File: config.mk
export PLATFORM = sky130hd
export DESIGN_NAME = control_decoder
export DESIGN_NICKNAME = d
export VERILOG_FILES = /design/src/common/rv_pkg.sv /design/src/decode/control_decoder.sv
export VERILOG_INCLUDE_DIRS = /design/src /design/src/common
export SDC_FILE = /design/constraint.sdc
export NUM_CORES = 1
export LEC_CHECK = 0
export ABC_CLOCK_PERIOD_IN_PS = 2500
export BUFFER_PORTS_ARGS = -buffer_cell sky130_fd_sc_hd__buf_2
export CAP_MARGIN = 40
export CORE_MARGIN = 1
export CORE_UTILIZATION = 29
export DETAILED_ROUTE_END_ITERATION = 16
export PLACE_DENSITY = 0.84
export SLEW_MARGIN = 20
export SYNTH_ARGS = -nofsm -noshare
export SYNTH_HDL_FRONTEND = slang
export SYNTH_SLANG_ARGS = --single-unit
File: constraint.sdc
create_clock -name vclk -period 2.5
set_input_delay 0.25 -clock vclk [all_inputs]
set_output_delay 0.25 -clock vclk [all_outputs]
set_load 0.005 [all_outputs]
File: src/common/rv_settings.svh
`ifndef RV_SETTINGS_SVH
`define RV_SETTINGS_SVH

// Data path and address width
`define RV_XLEN 32

// Architectural register count, x0 included
`define RV_REG_COUNT 32

// Instruction memory depth in words
`define RV_IMEM_WORDS 1024

// Data memory depth in words
`define RV_DMEM_WORDS 1024

`endif

File: src/common/rv_pkg.sv
`default_nettype none

`include "rv_settings.svh"

package rv_pkg;

    typedef logic [`RV_XLEN-1:0] word_t;                   // Data word or byte address
    typedef logic [4:0] reg_idx_t;                         // Register number
    typedef logic [$clog2(`RV_IMEM_WORDS)-1:0] imem_addr_t; // Word index into instruction memory
    typedef logic [2:0] funct3_t;

    // Major opcodes handled by the core
    typedef enum logic [6:0] {
        OP     = 7'b0110011,
        OP_IMM = 7'b0010011,
        LOAD   = 7'b0000011,
        STORE  = 7'b0100011,
        BRANCH = 7'b1100011
    } opcode_t;

    typedef enum logic [3:0] {
        ALU_ADD  = 4'd0,
        ALU_SUB  = 4'd1,
        ALU_SLL  = 4'd2,
        ALU_SLT  = 4'd3,
        ALU_SLTU = 4'd4,
        ALU_XOR  = 4'd5,
        ALU_SRL  = 4'd6,
        ALU_SRA  = 4'd7,
        ALU_OR   = 4'd8,
        ALU_AND  = 4'd9
    } alu_op_t;

endpackage

`default_nettype wire

File: src/decode/control_decoder.sv
`timescale 1ns/100ps
`default_nettype none

module control_decoder (
    input  rv_pkg::word_t   instr,
    output logic            reg_write,
    output logic            mem_read,
    output logic            mem_write,
    output logic            alu_src,
    output logic            branch,
    output rv_pkg::alu_op_t alu_op,
    output rv_pkg::word_t   imm
);
    import rv_pkg::*;

    opcode_t opcode;
    funct3_t funct3;
    logic    funct7_b5;
    word_t   imm_i;
    word_t   imm_s;
    word_t   imm_b;

    // Register forms honour sub; sra/srai share the same funct7 bit
    function automatic alu_op_t arith_op(input funct3_t f3, input logic alt,
                                         input logic is_reg);
        alu_op_t op;
        case (f3)
            3'b000:  op = (alt && is_reg) ? ALU_SUB : ALU_ADD;
            3'b001:  op = ALU_SLL;
            3'b010:  op = ALU_SLT;
            3'b011:  op = ALU_SLTU;
            3'b100:  op = ALU_XOR;
            3'b101:  op = alt ? ALU_SRA : ALU_SRL;
            3'b110:  op = ALU_OR;
            default: op = ALU_AND;
        endcase
        return op;
    endfunction

    assign opcode    = opcode_t'(instr[6:0]);
    assign funct3    = instr[14:12];
    assign funct7_b5 = instr[30];

    // Sign-extended immediate formats
    assign imm_i = {{20{instr[31]}}, instr[31:20]};
    assign imm_s = {{20{instr[31]}}, instr[31:25], instr[11:7]};
    assign imm_b = {{20{instr[31]}}, instr[7], instr[30:25], instr[11:8], 1'b0};

    always_comb begin
        reg_write = 1'b0;
        mem_read  = 1'b0;
        mem_write = 1'b0;
        alu_src   = 1'b0;
        branch    = 1'b0;
        alu_op    = ALU_ADD;
        imm       = '0;

        case (opcode)
            OP: begin
                reg_write = 1'b1;
                alu_op    = arith_op(funct3, funct7_b5, 1'b1);
            end
            OP_IMM: begin
                reg_write = 1'b1;
                alu_src   = 1'b1;
                alu_op    = arith_op(funct3, funct7_b5, 1'b0);
                imm       = imm_i;
            end
            LOAD: begin
                reg_write = 1'b1;
                mem_read  = 1'b1;
                alu_src   = 1'b1;
                imm       = imm_i; // Address is rs1 + offset
            end
            STORE: begin
                mem_write = 1'b1;
                alu_src   = 1'b1;
                imm       = imm_s;
            end
            BRANCH: begin
                branch = 1'b1;
                imm    = imm_b;
            end
            default: begin
                // Unsupported opcode, strobes stay low
            end
        endcase
    end

endmodule

`default_nettype wire

==> flow_summary.html, run 1 <==
<table>
<tr><th>Metric</th><th>Value</th></tr>
<tr><th colspan="2">Run status</th></tr>
<tr><td>Status</td><td>finished clean</td></tr>
<tr><th colspan="2">STA</th></tr>
<tr><td>Setup repair after global routing missed its margin</td><td>no</td></tr>
<tr><td>Setup Viol. Count Final</td><td>0</td></tr>
<tr><td>Final-report hold violation count</td><td>0</td></tr>
<tr><td>Number of pins exceeding their max-slew limit in the final report</td><td>0</td></tr>
<tr><td>Final setup TNS</td><td>0 ns</td></tr>
<tr><td>Minimum clock period</td><td>1.68 ns</td></tr>
<tr><td>Maximum achievable frequency</td><td>596 MHz</td></tr>
<tr><td>Fin Hold WS</td><td>0.774 ns</td></tr>
<tr><td>Relative slew slack</td><td>0.668</td></tr>
<tr><td>Part of the cycle the worst path needs</td><td>0.671</td></tr>
<tr><td>Fin worst setup slack</td><td>0.822 ns</td></tr>
<tr><td>Tightest Pin Transition</td><td>0.497 ns</td></tr>
<tr><th colspan="2">Final layout</th></tr>
<tr><td>Ratio of cells with drive above 1 in the final layout</td><td>0.691</td></tr>
<tr><td>Sequential cell area</td><td>0 um^2</td></tr>
<tr><td>Number of clock buffer instances in the layout</td><td>0</td></tr>
<tr><td>Fin nets</td><td>144</td></tr>
<tr><td>Fraction of the core area covered by cells at the end of the flow</td><td>0.487</td></tr>
<tr><td>Number of antenna repair diodes</td><td>0</td></tr>
<tr><td>Sequential cell count</td><td>0</td></tr>
<tr><td>Area Overhead vs Synth</td><td>49.6%</td></tr>
<tr><td>Filler Cell Count</td><td>141</td></tr>
<tr><th colspan="2">Floorplan</th></tr>
<tr><td>Core Region</td><td>1350 um^2</td></tr>
<tr><td>Number of top-level pins</td><td>73</td></tr>
<tr><td>Die width</td><td>40.9 um</td></tr>
<tr><td>Die H</td><td>40.9 um</td></tr>
<tr><td>Effective utilization at floorplan</td><td>0.325</td></tr>
<tr><td>Floorplan row count</td><td>13</td></tr>
<tr><td>Die area</td><td>1670 um^2</td></tr>
<tr><th colspan="2">Critical path</th></tr>
<tr><td>CP cell instances</td><td>buf_2 -&gt; nand4bb_1 -&gt; buf_4 -&gt; o21bai_1 -&gt; nor2b_1 -&gt; buf_4 -&gt; buf_2</td></tr>
<tr><td>Slowest cell delay on critical path</td><td>0.26 ns</td></tr>
<tr><td>Startpoint kind of the worst setup timing path</td><td>input port</td></tr>
<tr><td>Kind of cell adding the most delay to the critical path</td><td>buffers and inverters</td></tr>
<tr><td>Standard cell with the maximum stage delay on the critical path</td><td>sky130_fd_sc_hd__o21bai_1</td></tr>
<tr><td>Number of buffer and inverter stages on the critical path</td><td>4</td></tr>
<tr><td>Setup Crit Path Kind</td><td>in2out</td></tr>
<tr><td>Data arrival time at the worst-slack endpoint</td><td>1.43 ns</td></tr>
<tr><td>Peak fanout along the critical path</td><td>20</td></tr>
<tr><td>Launch point of the worst path</td><td>instr[2]</td></tr>
<tr><td>Required time of the worst setup path</td><td>2.25 ns</td></tr>
<tr><td>Kind of end point of the critical path</td><td>primary output</td></tr>
<tr><th colspan="2">Detailed routing</th></tr>
<tr><td>Wire length per cell after detailed routing</td><td>8.91 um</td></tr>
<tr><td>Total via count in the routed design</td><td>577</td></tr>
<tr><td>Total routed wirelength</td><td>1110 um</td></tr>
<tr><td>Length of the first detailed-routing pass in iterations</td><td>4</td></tr>
<tr><td>Final routed DRC violation total</td><td>0</td></tr>
<tr><td>Antenna Violating Nets Remaining</td><td>0</td></tr>
<tr><td>DR vias/cell</td><td>4.62</td></tr>
<tr><td>Detailed Route Iter0 Violations</td><td>4</td></tr>
<tr><th colspan="2">Place</th></tr>
<tr><td>Final weighted congestion of routability-driven global placement</td><td>0.655</td></tr>
<tr><td>Hpwl dp</td><td>956 um</td></tr>
<tr><td>Worst-case setup slack after placement</td><td>0.804 ns</td></tr>
<tr><td>Count of input and output buffers</td><td>68</td></tr>
<tr><th colspan="2">Synth</th></tr>
<tr><td>Main combinational cell family by area after synthesis</td><td>buffers and inverters</td></tr>
<tr><td>Fraction of the yosys area taken by sequential cells</td><td>0</td></tr>
<tr><td>Most area-consuming cells after synthesis</td><td>sky130_fd_sc_hd__buf_4 (32%), sky130_fd_sc_hd__nor2b_1 (11%), sky130_fd_sc_hd__a22o_1 (10%)</td></tr>
<tr><td>Ranking of synthesized cells by instance count</td><td>sky130_fd_sc_hd__buf_4 (19), sky130_fd_sc_hd__nor2b_1 (8), sky130_fd_sc_hd__a22o_1 (5), sky130_fd_sc_hd__nor2_1 (5)</td></tr>
<tr><td>Basic-gate share of the synthesized area counting and, or, nand and nor cells</td><td>0.362</td></tr>
<tr><td>Ys Warns</td><td>0</td></tr>
<tr><td>Fraction of the mapped netlist area in adder cells</td><td>0</td></tr>
<tr><td>Share of the synthesized area in the top cell type</td><td>0.325</td></tr>
<tr><td>Yosys top cell by area</td><td>sky130_fd_sc_hd__buf_4</td></tr>
<tr><td>Mux contribution to synthesized area</td><td>0.0484</td></tr>
<tr><td>Count of unique library cells instantiated by Yosys</td><td>26</td></tr>
<tr><td>XOR/XNOR Fraction of Synth Area</td><td>0</td></tr>
<tr><td>Mapped Avg Cell Area</td><td>7.08 um^2</td></tr>
<tr><td>Synthesized area</td><td>439 um^2</td></tr>
<tr><td>Cell with the most instances after synthesis</td><td>sky130_fd_sc_hd__buf_4</td></tr>
<tr><td>Complex-gate fraction of the synthesized area</td><td>0.225</td></tr>
<tr><td>Synthesized net count</td><td>94</td></tr>
<tr><td>Synthesized instance count</td><td>62</td></tr>
<tr><th colspan="2">GRT</th></tr>
<tr><td>Maximum number of pins on one net before global-route repair</td><td>21</td></tr>
<tr><td>Overall routing resource usage</td><td>0.117</td></tr>
<tr><td>Vias in the first global route</td><td>365</td></tr>
<tr><td>Aggregate global routing overflow</td><td>0</td></tr>
<tr><td>Antenna violations before repair</td><td>0</td></tr>
<tr><td>First-pass GRT wire length</td><td>1410 um</td></tr>
<tr><th colspan="2">Worst hold path</th></tr>
<tr><td>Min-Delay Startpoint</td><td>instr[4]</td></tr>
<tr><td>Type of the tightest min-delay check</td><td>in2out</td></tr>
<tr><th colspan="2">CTS</th></tr>
<tr><td>Gates resized, CTS repair</td><td>0</td></tr>
<tr><td>Hold buffer count at CTS</td><td>0</td></tr>
<tr><td>Setup bufs post-CTS</td><td>0</td></tr>
<tr><th colspan="2">Pwr</th></tr>
<tr><td>Power density over cell area</td><td>78.9 nW/um^2</td></tr>
<tr><td>Worst voltage drop across the vdd grid</td><td>0.0000451 V</td></tr>
<tr><td>Lkg Pwr</td><td>0.000443 uW</td></tr>
<tr><th colspan="2">Flow run</th></tr>
<tr><td>Number of max-capacitance violations reported</td><td>0</td></tr>
</table>
## layout make-up
class | instances | area (um^2) | area share
multi-input cells | 39 | 279 | 0.425
repair buffers | 70 | 355 | 0.541
well taps | 15 | 18.8 | 0.0286
inverters | 1 | 3.75 | 0.00571
## tightest hold or removal path: cells and delay by family
kind | cells | cell delay [ns]
and+or+nand+nor | 1 | 0.05
buffers and inverters | 2 | 0.23
## worst paths after layout
path / depth (start not counted) / slack (ns) / end
hold / removal: 3 / 0.77 / mem_read
setup / recovery: 7 / 0.82 / imm[30]
## cells by family (layout without fill, tap and decap cells)
family / Yosys count / after routing
multiplexers: 2 / 2
AO/OA/AOI/OAI: 12 / 12
AND/OR/NAND/NOR: 25 / 25
buffers and inverters: 23 / 71
## cells in the final DEF (no fill, tap or decap)
cell                        netlist  layout
sky130_fd_sc_hd__buf_4           19       2
sky130_fd_sc_hd__and2b_1          1       1
sky130_fd_sc_hd__nor2b_1          8       8
sky130_fd_sc_hd__a211o_1          1       1
sky130_fd_sc_hd__or2_2            1       1
sky130_fd_sc_hd__mux2i_1          1       1
sky130_fd_sc_hd__nor3_2           1       1
sky130_fd_sc_hd__buf_2            2      68
sky130_fd_sc_hd__a211oi_1         1       1
sky130_fd_sc_hd__nand2_1          2       2
sky130_fd_sc_hd__mux2_2           1       1
sky130_fd_sc_hd__o21bai_1         1       1
sky130_fd_sc_hd__and2_1           1       1
sky130_fd_sc_hd__or3_4            1       1
sky130_fd_sc_hd__a22o_1           5       5
sky130_fd_sc_hd__nand4bb_1        1       1
sky130_fd_sc_hd__nor4_1           1       1
sky130_fd_sc_hd__o21ai_0          2       2
sky130_fd_sc_hd__inv_1            1       1
sky130_fd_sc_hd__nor2_1           5       5
sky130_fd_sc_hd__a211oi_2         1       1
sky130_fd_sc_hd__nand2b_1         1       1
sky130_fd_sc_hd__nand3_1          1       1
sky130_fd_sc_hd__a221oi_1         1       1
sky130_fd_sc_hd__nor3b_2          1       1
## layer usage
metal	routed length (um)	global-route usage	share of wire
met5	0	0	0
met4	12	0.0167	0.011
met3	123	0	0.11
met2	556	0.234	0.50
met1	421	0.138	0.38
## per-stage QoR
step / power, uW / instance area (um^2) / instances
floorplan: 25.0 / 439 / 62
finish: 51.8 / 657 / 125
global route: 58.8 / 657 / 125
global placement: 50.0 / 657 / 125
CTS: 52.0 / 657 / 125
detailed placement: 52.0 / 657 / 125
## report_power, final
group	switching [uW]	leakage [uW]	internal [uW]	total, uW
combinational	23.0	0.000443	28.8	51.8
clock	0	0	0	0
sequential	0	0	0	0
total	23.0	0.000443	28.8	51.8
No activity file was read; power rests on OpenSTA's default activity.
==> run 2, diff against run 1 <==
--- a/config.mk
+++ b/config.mk
@@ -6,7 +6,7 @@
 export SDC_FILE = /design/constraint.sdc
 export NUM_CORES = 1
 export LEC_CHECK = 0
-export ABC_CLOCK_PERIOD_IN_PS = 2500
+export ABC_CLOCK_PERIOD_IN_PS = 1600
 export BUFFER_PORTS_ARGS = -buffer_cell sky130_fd_sc_hd__buf_2
 export CAP_MARGIN = 40
 export CORE_MARGIN = 1
==> constraint.sdc (replaced) <==
create_clock -name vclk -period 1.6
set_input_delay 0.16 -clock vclk [all_inputs]
set_output_delay 0.16 -clock vclk [all_outputs]
set_load 0.005 [all_outputs]
==> flow_summary.html, run 2 (synthesis gave the netlist of run 1 again) <==
<table>
<tr><th>Metric</th><th>Value</th></tr>
<tr><th colspan="2">Detailed routing</th></tr>
<tr><td>Antenna Violating Nets Remaining</td><td>0 (unchanged)</td></tr>
<tr><td>DR vias/cell</td><td>4.46 (-3.5%)</td></tr>
<tr><td>Total via count in the routed design</td><td>557 (-3.5%)</td></tr>
<tr><td>Length of the first detailed-routing pass in iterations</td><td>4 (unchanged)</td></tr>
<tr><td>Final routed DRC violation total</td><td>0 (unchanged)</td></tr>
<tr><td>Total routed wirelength</td><td>1270 um (+14%)</td></tr>
<tr><td>Detailed Route Iter0 Violations</td><td>15 (+11)</td></tr>
<tr><td>Wire length per cell after detailed routing</td><td>10.2 um (+14%)</td></tr>
<tr><th colspan="2">Pwr</th></tr>
<tr><td>Register share of total power</td><td>0 (unchanged)</td></tr>
<tr><td>Power density over cell area</td><td>125 nW/um^2 (+58%)</td></tr>
<tr><td>Clock share of power</td><td>0 (unchanged)</td></tr>
<tr><td>Switching pwr</td><td>37.2 uW (+62%)</td></tr>
<tr><td>Pint</td><td>45.6 uW (+58%)</td></tr>
<tr><td>Lkg Pwr</td><td>0.000445 uW (+0.43%)</td></tr>
<tr><td>Share of total power in combinational logic</td><td>1.000 (about the same)</td></tr>
<tr><td>Worst voltage drop across the vdd grid</td><td>0.0000449 V (-0.61%)</td></tr>
<tr><td>Switching power as a share of total power</td><td>0.449 (+0.00514)</td></tr>
<tr><th colspan="2">GRT</th></tr>
<tr><td>Vias in the first global route</td><td>372 (+1.9%)</td></tr>
<tr><td>Aggregate global routing overflow</td><td>0 (unchanged)</td></tr>
<tr><td>Overall routing resource usage</td><td>0.125 (+0.00781)</td></tr>
<tr><td>Maximum number of pins on one net before global-route repair</td><td>21 (unchanged)</td></tr>
<tr><td>Antenna violations before repair</td><td>0 (unchanged)</td></tr>
<tr><td>First-pass GRT wire length</td><td>1510 um (+6.9%)</td></tr>
<tr><th colspan="2">Floorplan</th></tr>
<tr><td>Die H</td><td>40.9 um (unchanged)</td></tr>
<tr><td>Effective utilization at floorplan</td><td>0.325 (unchanged)</td></tr>
<tr><td>Core Region</td><td>1350 um^2 (unchanged)</td></tr>
<tr><td>Floorplan row count</td><td>13 (unchanged)</td></tr>
<tr><td>Die area</td><td>1670 um^2 (unchanged)</td></tr>
<tr><td>Number of top-level pins</td><td>73 (unchanged)</td></tr>
<tr><td>Die width</td><td>40.9 um (unchanged)</td></tr>
<tr><th colspan="2">STA</th></tr>
<tr><td>Setup Viol. Count Final</td><td>0 (unchanged)</td></tr>
<tr><td>Part of the cycle the worst path needs</td><td>0.911</td></tr>
<tr><td>Tightest Pin Transition</td><td>0.360 ns (-0.137 ns)</td></tr>
<tr><td>Maximum achievable frequency</td><td>686 MHz</td></tr>
<tr><td>Setup repair after global routing missed its margin</td><td>no</td></tr>
<tr><td>Minimum clock period</td><td>1.46 ns</td></tr>
<tr><td>Relative slew slack</td><td>0.759 (+0.0906)</td></tr>
<tr><td>Final setup TNS</td><td>0 ns (unchanged)</td></tr>
<tr><td>Number of pins exceeding their max-slew limit in the final report</td><td>0 (unchanged)</td></tr>
<tr><td>Final-report hold violation count</td><td>0 (unchanged)</td></tr>
<tr><th colspan="2">Final layout</th></tr>
<tr><td>Area Overhead vs Synth</td><td>51.3%</td></tr>
<tr><td>Sequential cell area</td><td>0 um^2 (unchanged)</td></tr>
<tr><td>Most frequent cells in the layout</td><td>sky130_fd_sc_hd__buf_2 (68), sky130_fd_sc_hd__nor2b_1 (7), sky130_fd_sc_hd__nor2_1 (5), sky130_fd_sc_hd__a22o_1 (5)</td></tr>
<tr><td>Ratio of cells with drive above 1 in the final layout</td><td>0.709 (+0.0182)</td></tr>
<tr><td>Number of antenna repair diodes</td><td>0 (unchanged)</td></tr>
<tr><td>Sequential cell count</td><td>0 (unchanged)</td></tr>
<tr><td>Leading cell type in the layout, fill and taps excluded</td><td>sky130_fd_sc_hd__buf_2</td></tr>
<tr><td>Number of clock buffer instances in the layout</td><td>0 (unchanged)</td></tr>
<tr><td>Fin nets</td><td>144 (unchanged)</td></tr>
<tr><td>Post-Layout Inst Area</td><td>664 um^2 (+1.1%)</td></tr>
<tr><td>Filler Cell Count</td><td>157 (+11%)</td></tr>
<tr><th colspan="2">CTS</th></tr>
<tr><td>Hold buffer count at CTS</td><td>0 (unchanged)</td></tr>
<tr><td>Gates resized, CTS repair</td><td>0 (unchanged)</td></tr>
<tr><td>Setup bufs post-CTS</td><td>0 (unchanged)</td></tr>
<tr><th colspan="2">Critical path</th></tr>
<tr><td>Standard cell with the maximum stage delay on the critical path</td><td>sky130_fd_sc_hd__or3_4</td></tr>
<tr><td>Setup Crit Path Kind</td><td>in2out</td></tr>
<tr><td>Kind of end point of the critical path</td><td>primary output</td></tr>
<tr><td>CP cell instances</td><td>buf_2 -&gt; nand4bb_2 -&gt; or3_4 -&gt; a211oi_2 -&gt; buf_2</td></tr>
<tr><td>Peak fanout along the critical path</td><td>8 (-60%)</td></tr>
<tr><td>Data arrival time at the worst-slack endpoint</td><td>1.30 ns (-0.13 ns)</td></tr>
<tr><td>Cell repeated most along the worst path</td><td>sky130_fd_sc_hd__buf_2</td></tr>
<tr><td>Required time of the worst setup path</td><td>1.44 ns (-0.81 ns)</td></tr>
<tr><td>Startpoint kind of the worst setup timing path</td><td>input port</td></tr>
<tr><td>Slowest cell delay on critical path</td><td>0.42 ns (+0.16 ns)</td></tr>
<tr><th colspan="2">Place</th></tr>
<tr><td>Final weighted congestion of routability-driven global placement</td><td>0.658 (+0.44%)</td></tr>
<tr><td>Placed inst area</td><td>659 um^2 (+0.38%)</td></tr>
<tr><td>Hpwl dp</td><td>1100 um (+15%)</td></tr>
<tr><td>Count of input and output buffers</td><td>68 (unchanged)</td></tr>
<tr><th colspan="2">Run status</th></tr>
<tr><td>Status</td><td>finished clean</td></tr>
<tr><th colspan="2">Flow run</th></tr>
<tr><td>Number of max-capacitance violations reported</td><td>0 (unchanged)</td></tr>
<tr><th colspan="2">Worst hold path</th></tr>
<tr><td>Type of the tightest min-delay check</td><td>in2out</td></tr>
</table>
## run 2: changes by cell type in the layout (fill, tap and decap cells not counted)
cell	delta
sky130_fd_sc_hd__nand4bb_1	-1
sky130_fd_sc_hd__nand4bb_2	+1
sky130_fd_sc_hd__nor2b_1	-1
sky130_fd_sc_hd__nor2b_2	+1
## run 2: critical path, delay by kind of cell
family | cells | cell delay, ns
compound gates | 1 | 0.15
buf+inv | 2 | 0.23
simple gates | 2 | 0.76
## run 2: layout make-up
type / instances / area [um^2] / area share
Timing Repair Buffer: 70 / 355 / 0.535
Multi-Input combinational cell: 39 / 287 / 0.431
Tap cell: 15 / 18.8 / 0.0282
Inverter: 1 / 3.75 / 0.00565
## run 2: metrics by stage
step / util / std cells / setup WS (ns) / power, uW / hold WS (ns)
3_3_place_gp: 0.488 / 125 / 0.104 / 78.9 / 0.594
2_1_floorplan: - / 62 / 0.0143 / 39.3 / 0.355
3_5_place_dp: 0.488 / 125 / 0.0620 / 81.9 / 0.595
6_report: 0.492 / 125 / 0.143 / 82.9 / 0.599
5_1_grt: 0.492 / 125 / 0.0459 / 91.2 / 0.612
4_1_cts: 0.488 / 125 / 0.0610 / 81.9 / 0.597
## run 2: routing by layer
layer | wire length (um) | track usage | vias up
met3 | 100 | 0.00543 | 0
met1 | 530 | 0.151 | 235
met2 | 639 | 0.250 | 29
met5 | 0 | 0 | -
met4 | 0 | 0 | 0
li1 | - | - | 293
## run 2: final timing paths
path | start | endpoint | slack [ns] | cells past startpoint
worst max-delay path | instr[2] | alu_op[0] | 0.14 | 5
worst min-delay path | instr[4] | mem_read | 0.60 | 3
## run 2: power by group through the flow
stage	clock, uW	sequential (uW)	combinational (uW)
floorplan	0	0	39.3
global placement	0	0	78.9
detailed placement	0	0	81.9
CTS	0	0	81.9
global route	0	0	91.2
finish	0	0	82.9
==> run 3, diff against run 2 <==
--- a/config.mk
+++ b/config.mk
@@ -13,6 +13,7 @@
 export CORE_UTILIZATION = 29
 export DETAILED_ROUTE_END_ITERATION = 16
 export PLACE_DENSITY = 0.84
+export RECOVER_POWER = 50
 export SLEW_MARGIN = 20
 export SYNTH_ARGS = -nofsm -noshare
 export SYNTH_HDL_FRONTEND = slang
==> flow_summary.html, run 3 (synthesis gave the netlist of run 1 again) <==
<table>
<tr><th>Metric</th><th>Value</th></tr>
<tr><th colspan="2">Run status</th></tr>
<tr><td>Status</td><td>finished clean</td></tr>
<tr><th colspan="2">Final layout</th></tr>
<tr><td>Sequential cell count</td><td>0 (unchanged)</td></tr>
<tr><td>Area Overhead vs Synth</td><td>43.9%</td></tr>
<tr><td>Filler Cell Count</td><td>168 (+7.0%)</td></tr>
<tr><td>Sequential cell area</td><td>0 um^2 (unchanged)</td></tr>
<tr><td>Ratio of cells with drive above 1 in the final layout</td><td>0.545 (-0.164)</td></tr>
<tr><td>Fin nets</td><td>144 (unchanged)</td></tr>
<tr><td>Number of antenna repair diodes</td><td>0 (unchanged)</td></tr>
<tr><td>Number of clock buffer instances in the layout</td><td>0 (unchanged)</td></tr>
<tr><td>Leading cell type in the layout, fill and taps excluded</td><td>sky130_fd_sc_hd__buf_2</td></tr>
<tr><td>Most frequent cells in the layout</td><td>sky130_fd_sc_hd__buf_2 (53), sky130_fd_sc_hd__clkbuf_1 (16), sky130_fd_sc_hd__nor2b_1 (7)</td></tr>
<tr><td>Area taken by multi-input logic gates</td><td>277 um^2 (-3.5%)</td></tr>
<tr><th colspan="2">STA</th></tr>
<tr><td>Setup Viol. Count Final</td><td>0 (unchanged)</td></tr>
<tr><td>Maximum achievable frequency</td><td>674 MHz (-1.8%)</td></tr>
<tr><td>Tightest Pin Transition</td><td>0.385 ns (+0.0248 ns)</td></tr>
<tr><td>Setup repair after global routing missed its margin</td><td>no</td></tr>
<tr><td>Number of pins exceeding their max-slew limit in the final report</td><td>0 (unchanged)</td></tr>
<tr><td>Final setup TNS</td><td>0 ns (unchanged)</td></tr>
<tr><td>Relative slew slack</td><td>0.742 (-0.0166)</td></tr>
<tr><td>Minimum clock period</td><td>1.48 ns (+0.0263 ns)</td></tr>
<tr><td>Fin worst setup slack</td><td>0.116 ns (-0.0263 ns)</td></tr>
<tr><td>Part of the cycle the worst path needs</td><td>0.927 (+0.0164)</td></tr>
<tr><td>Final-report hold violation count</td><td>0 (unchanged)</td></tr>
<tr><th colspan="2">CTS</th></tr>
<tr><td>Hold buffer count at CTS</td><td>0 (unchanged)</td></tr>
<tr><td>Setup bufs post-CTS</td><td>0 (unchanged)</td></tr>
<tr><th colspan="2">Floorplan</th></tr>
<tr><td>Die area</td><td>1670 um^2 (unchanged)</td></tr>
<tr><td>Number of top-level pins</td><td>73 (unchanged)</td></tr>
<tr><td>Floorplan row count</td><td>13 (unchanged)</td></tr>
<tr><td>Core Region</td><td>1350 um^2 (unchanged)</td></tr>
<tr><td>Effective utilization at floorplan</td><td>0.325 (unchanged)</td></tr>
<tr><td>Die width</td><td>40.9 um (unchanged)</td></tr>
<tr><td>Die H</td><td>40.9 um (unchanged)</td></tr>
<tr><th colspan="2">Critical path</th></tr>
<tr><td>Standard cell with the maximum stage delay on the critical path</td><td>sky130_fd_sc_hd__or3_1</td></tr>
<tr><td>Slowest cell delay on critical path</td><td>0.44 ns (+0.02 ns)</td></tr>
<tr><td>Data arrival time at the worst-slack endpoint</td><td>1.32 ns (+0.02 ns)</td></tr>
<tr><td>Kind of end point of the critical path</td><td>primary output</td></tr>
<tr><td>Kind of cell adding the most delay to the critical path</td><td>simple AND/OR/NAND/NOR gates</td></tr>
<tr><td>Setup Crit Path Kind</td><td>in2out</td></tr>
<tr><td>Number of buffer and inverter stages on the critical path</td><td>2 (unchanged)</td></tr>
<tr><td>Cell repeated most along the worst path</td><td>sky130_fd_sc_hd__buf_2</td></tr>
<tr><td>Startpoint kind of the worst setup timing path</td><td>input port</td></tr>
<tr><td>CP cell instances</td><td>buf_2 -&gt; nand4bb_2 -&gt; or3_1 -&gt; a211oi_2 -&gt; buf_2</td></tr>
<tr><td>Required time of the worst setup path</td><td>1.44 ns (about the same)</td></tr>
<tr><td>Peak fanout along the critical path</td><td>8 (unchanged)</td></tr>
<tr><td>Crit path depth</td><td>5 (unchanged)</td></tr>
<tr><th colspan="2">Pwr</th></tr>
<tr><td>Lkg Pwr</td><td>0.000373 uW (-16%)</td></tr>
<tr><td>Power after layout</td><td>80.8 uW (-2.4%)</td></tr>
<tr><td>Power density over cell area</td><td>128 nW/um^2 (+2.6%)</td></tr>
<tr><td>Worst voltage drop across the vdd grid</td><td>0.0000445 V (-0.89%)</td></tr>
<tr><th colspan="2">GRT</th></tr>
<tr><td>Overall routing resource usage</td><td>0.125 (unchanged)</td></tr>
<tr><td>Vias in the first global route</td><td>372 (unchanged)</td></tr>
<tr><td>Maximum number of pins on one net before global-route repair</td><td>21 (unchanged)</td></tr>
<tr><td>Antenna violations before repair</td><td>0 (unchanged)</td></tr>
<tr><td>Aggregate global routing overflow</td><td>0 (unchanged)</td></tr>
<tr><td>First-pass GRT wire length</td><td>1510 um (unchanged)</td></tr>
<tr><th colspan="2">Detailed routing</th></tr>
<tr><td>DR vias/cell</td><td>4.48 (+0.54%)</td></tr>
<tr><td>Final routed DRC violation total</td><td>0 (unchanged)</td></tr>
<tr><td>Detailed Route Iter0 Violations</td><td>16 (+1)</td></tr>
<tr><td>Total routed wirelength</td><td>1300 um (+2.2%)</td></tr>
<tr><td>Total via count in the routed design</td><td>560 (+0.54%)</td></tr>
<tr><td>Antenna Violating Nets Remaining</td><td>0 (unchanged)</td></tr>
<tr><td>Length of the first detailed-routing pass in iterations</td><td>4 (unchanged)</td></tr>
<tr><td>Wire length per cell after detailed routing</td><td>10.4 um (+2.2%)</td></tr>
<tr><th colspan="2">Flow run</th></tr>
<tr><td>Number of max-capacitance violations reported</td><td>0 (unchanged)</td></tr>
<tr><th colspan="2">Place</th></tr>
<tr><td>Hpwl dp</td><td>1100 um (unchanged)</td></tr>
<tr><td>Final weighted congestion of routability-driven global placement</td><td>0.658 (unchanged)</td></tr>
<tr><td>Count of input and output buffers</td><td>68 (unchanged)</td></tr>
<tr><td>Worst-case setup slack after placement</td><td>0.0620 ns (unchanged)</td></tr>
<tr><th colspan="2">Worst hold path</th></tr>
<tr><td>Hold Crit Depth</td><td>3 (unchanged)</td></tr>
<tr><td>Type of the tightest min-delay check</td><td>in2out</td></tr>
</table>
==> run 3: per-layer routing <==
| metal | global-route usage | vias up | part of all wire |
|---|---|---|---|
| met2 | 0.250 | 31 | 0.49 |
| met3 | 0.00543 | 0 | 0.082 |
| li1 | - | 291 | - |
| met1 | 0.151 | 238 | 0.42 |
| met5 | 0 | - | 0 |
| met4 | 0 | 0 | 0 |
==> run 3: worst paths after layout <==
path,startpoint,slack (ns),to
setup / recovery,instr[2],0.12,alu_op[0]
hold / removal,instr[4],0.60,mem_read
==> run 3: power by group <==
part | internal, uW | switching (uW)
logic | 43.9 | 36.9
registers | 0 | 0
clock network | 0 | 0
==> run 3: layout make-up <==
cell class,instances,area share
multi-input cells,39,0.438
well taps,15,0.0297
repair buffers,70,0.527
inverters,1,0.00594
==> run 3: what timing repair did <==
item,4_1_cts,5_1_grt
endpoints found under the setup margin,0,21
endpoints found under the hold margin,0,0
resized for setup,0,1
==> run 3: through the flow <==
step	cells	util	hold slack, ns	instance area [um^2]
floorplan	62	-	0.355	442
global placement	125	0.488	0.594	659
detailed placement	125	0.488	0.595	659
CTS	125	0.488	0.597	659
global route	125	0.468	0.612	632
finish	125	0.468	0.600	632
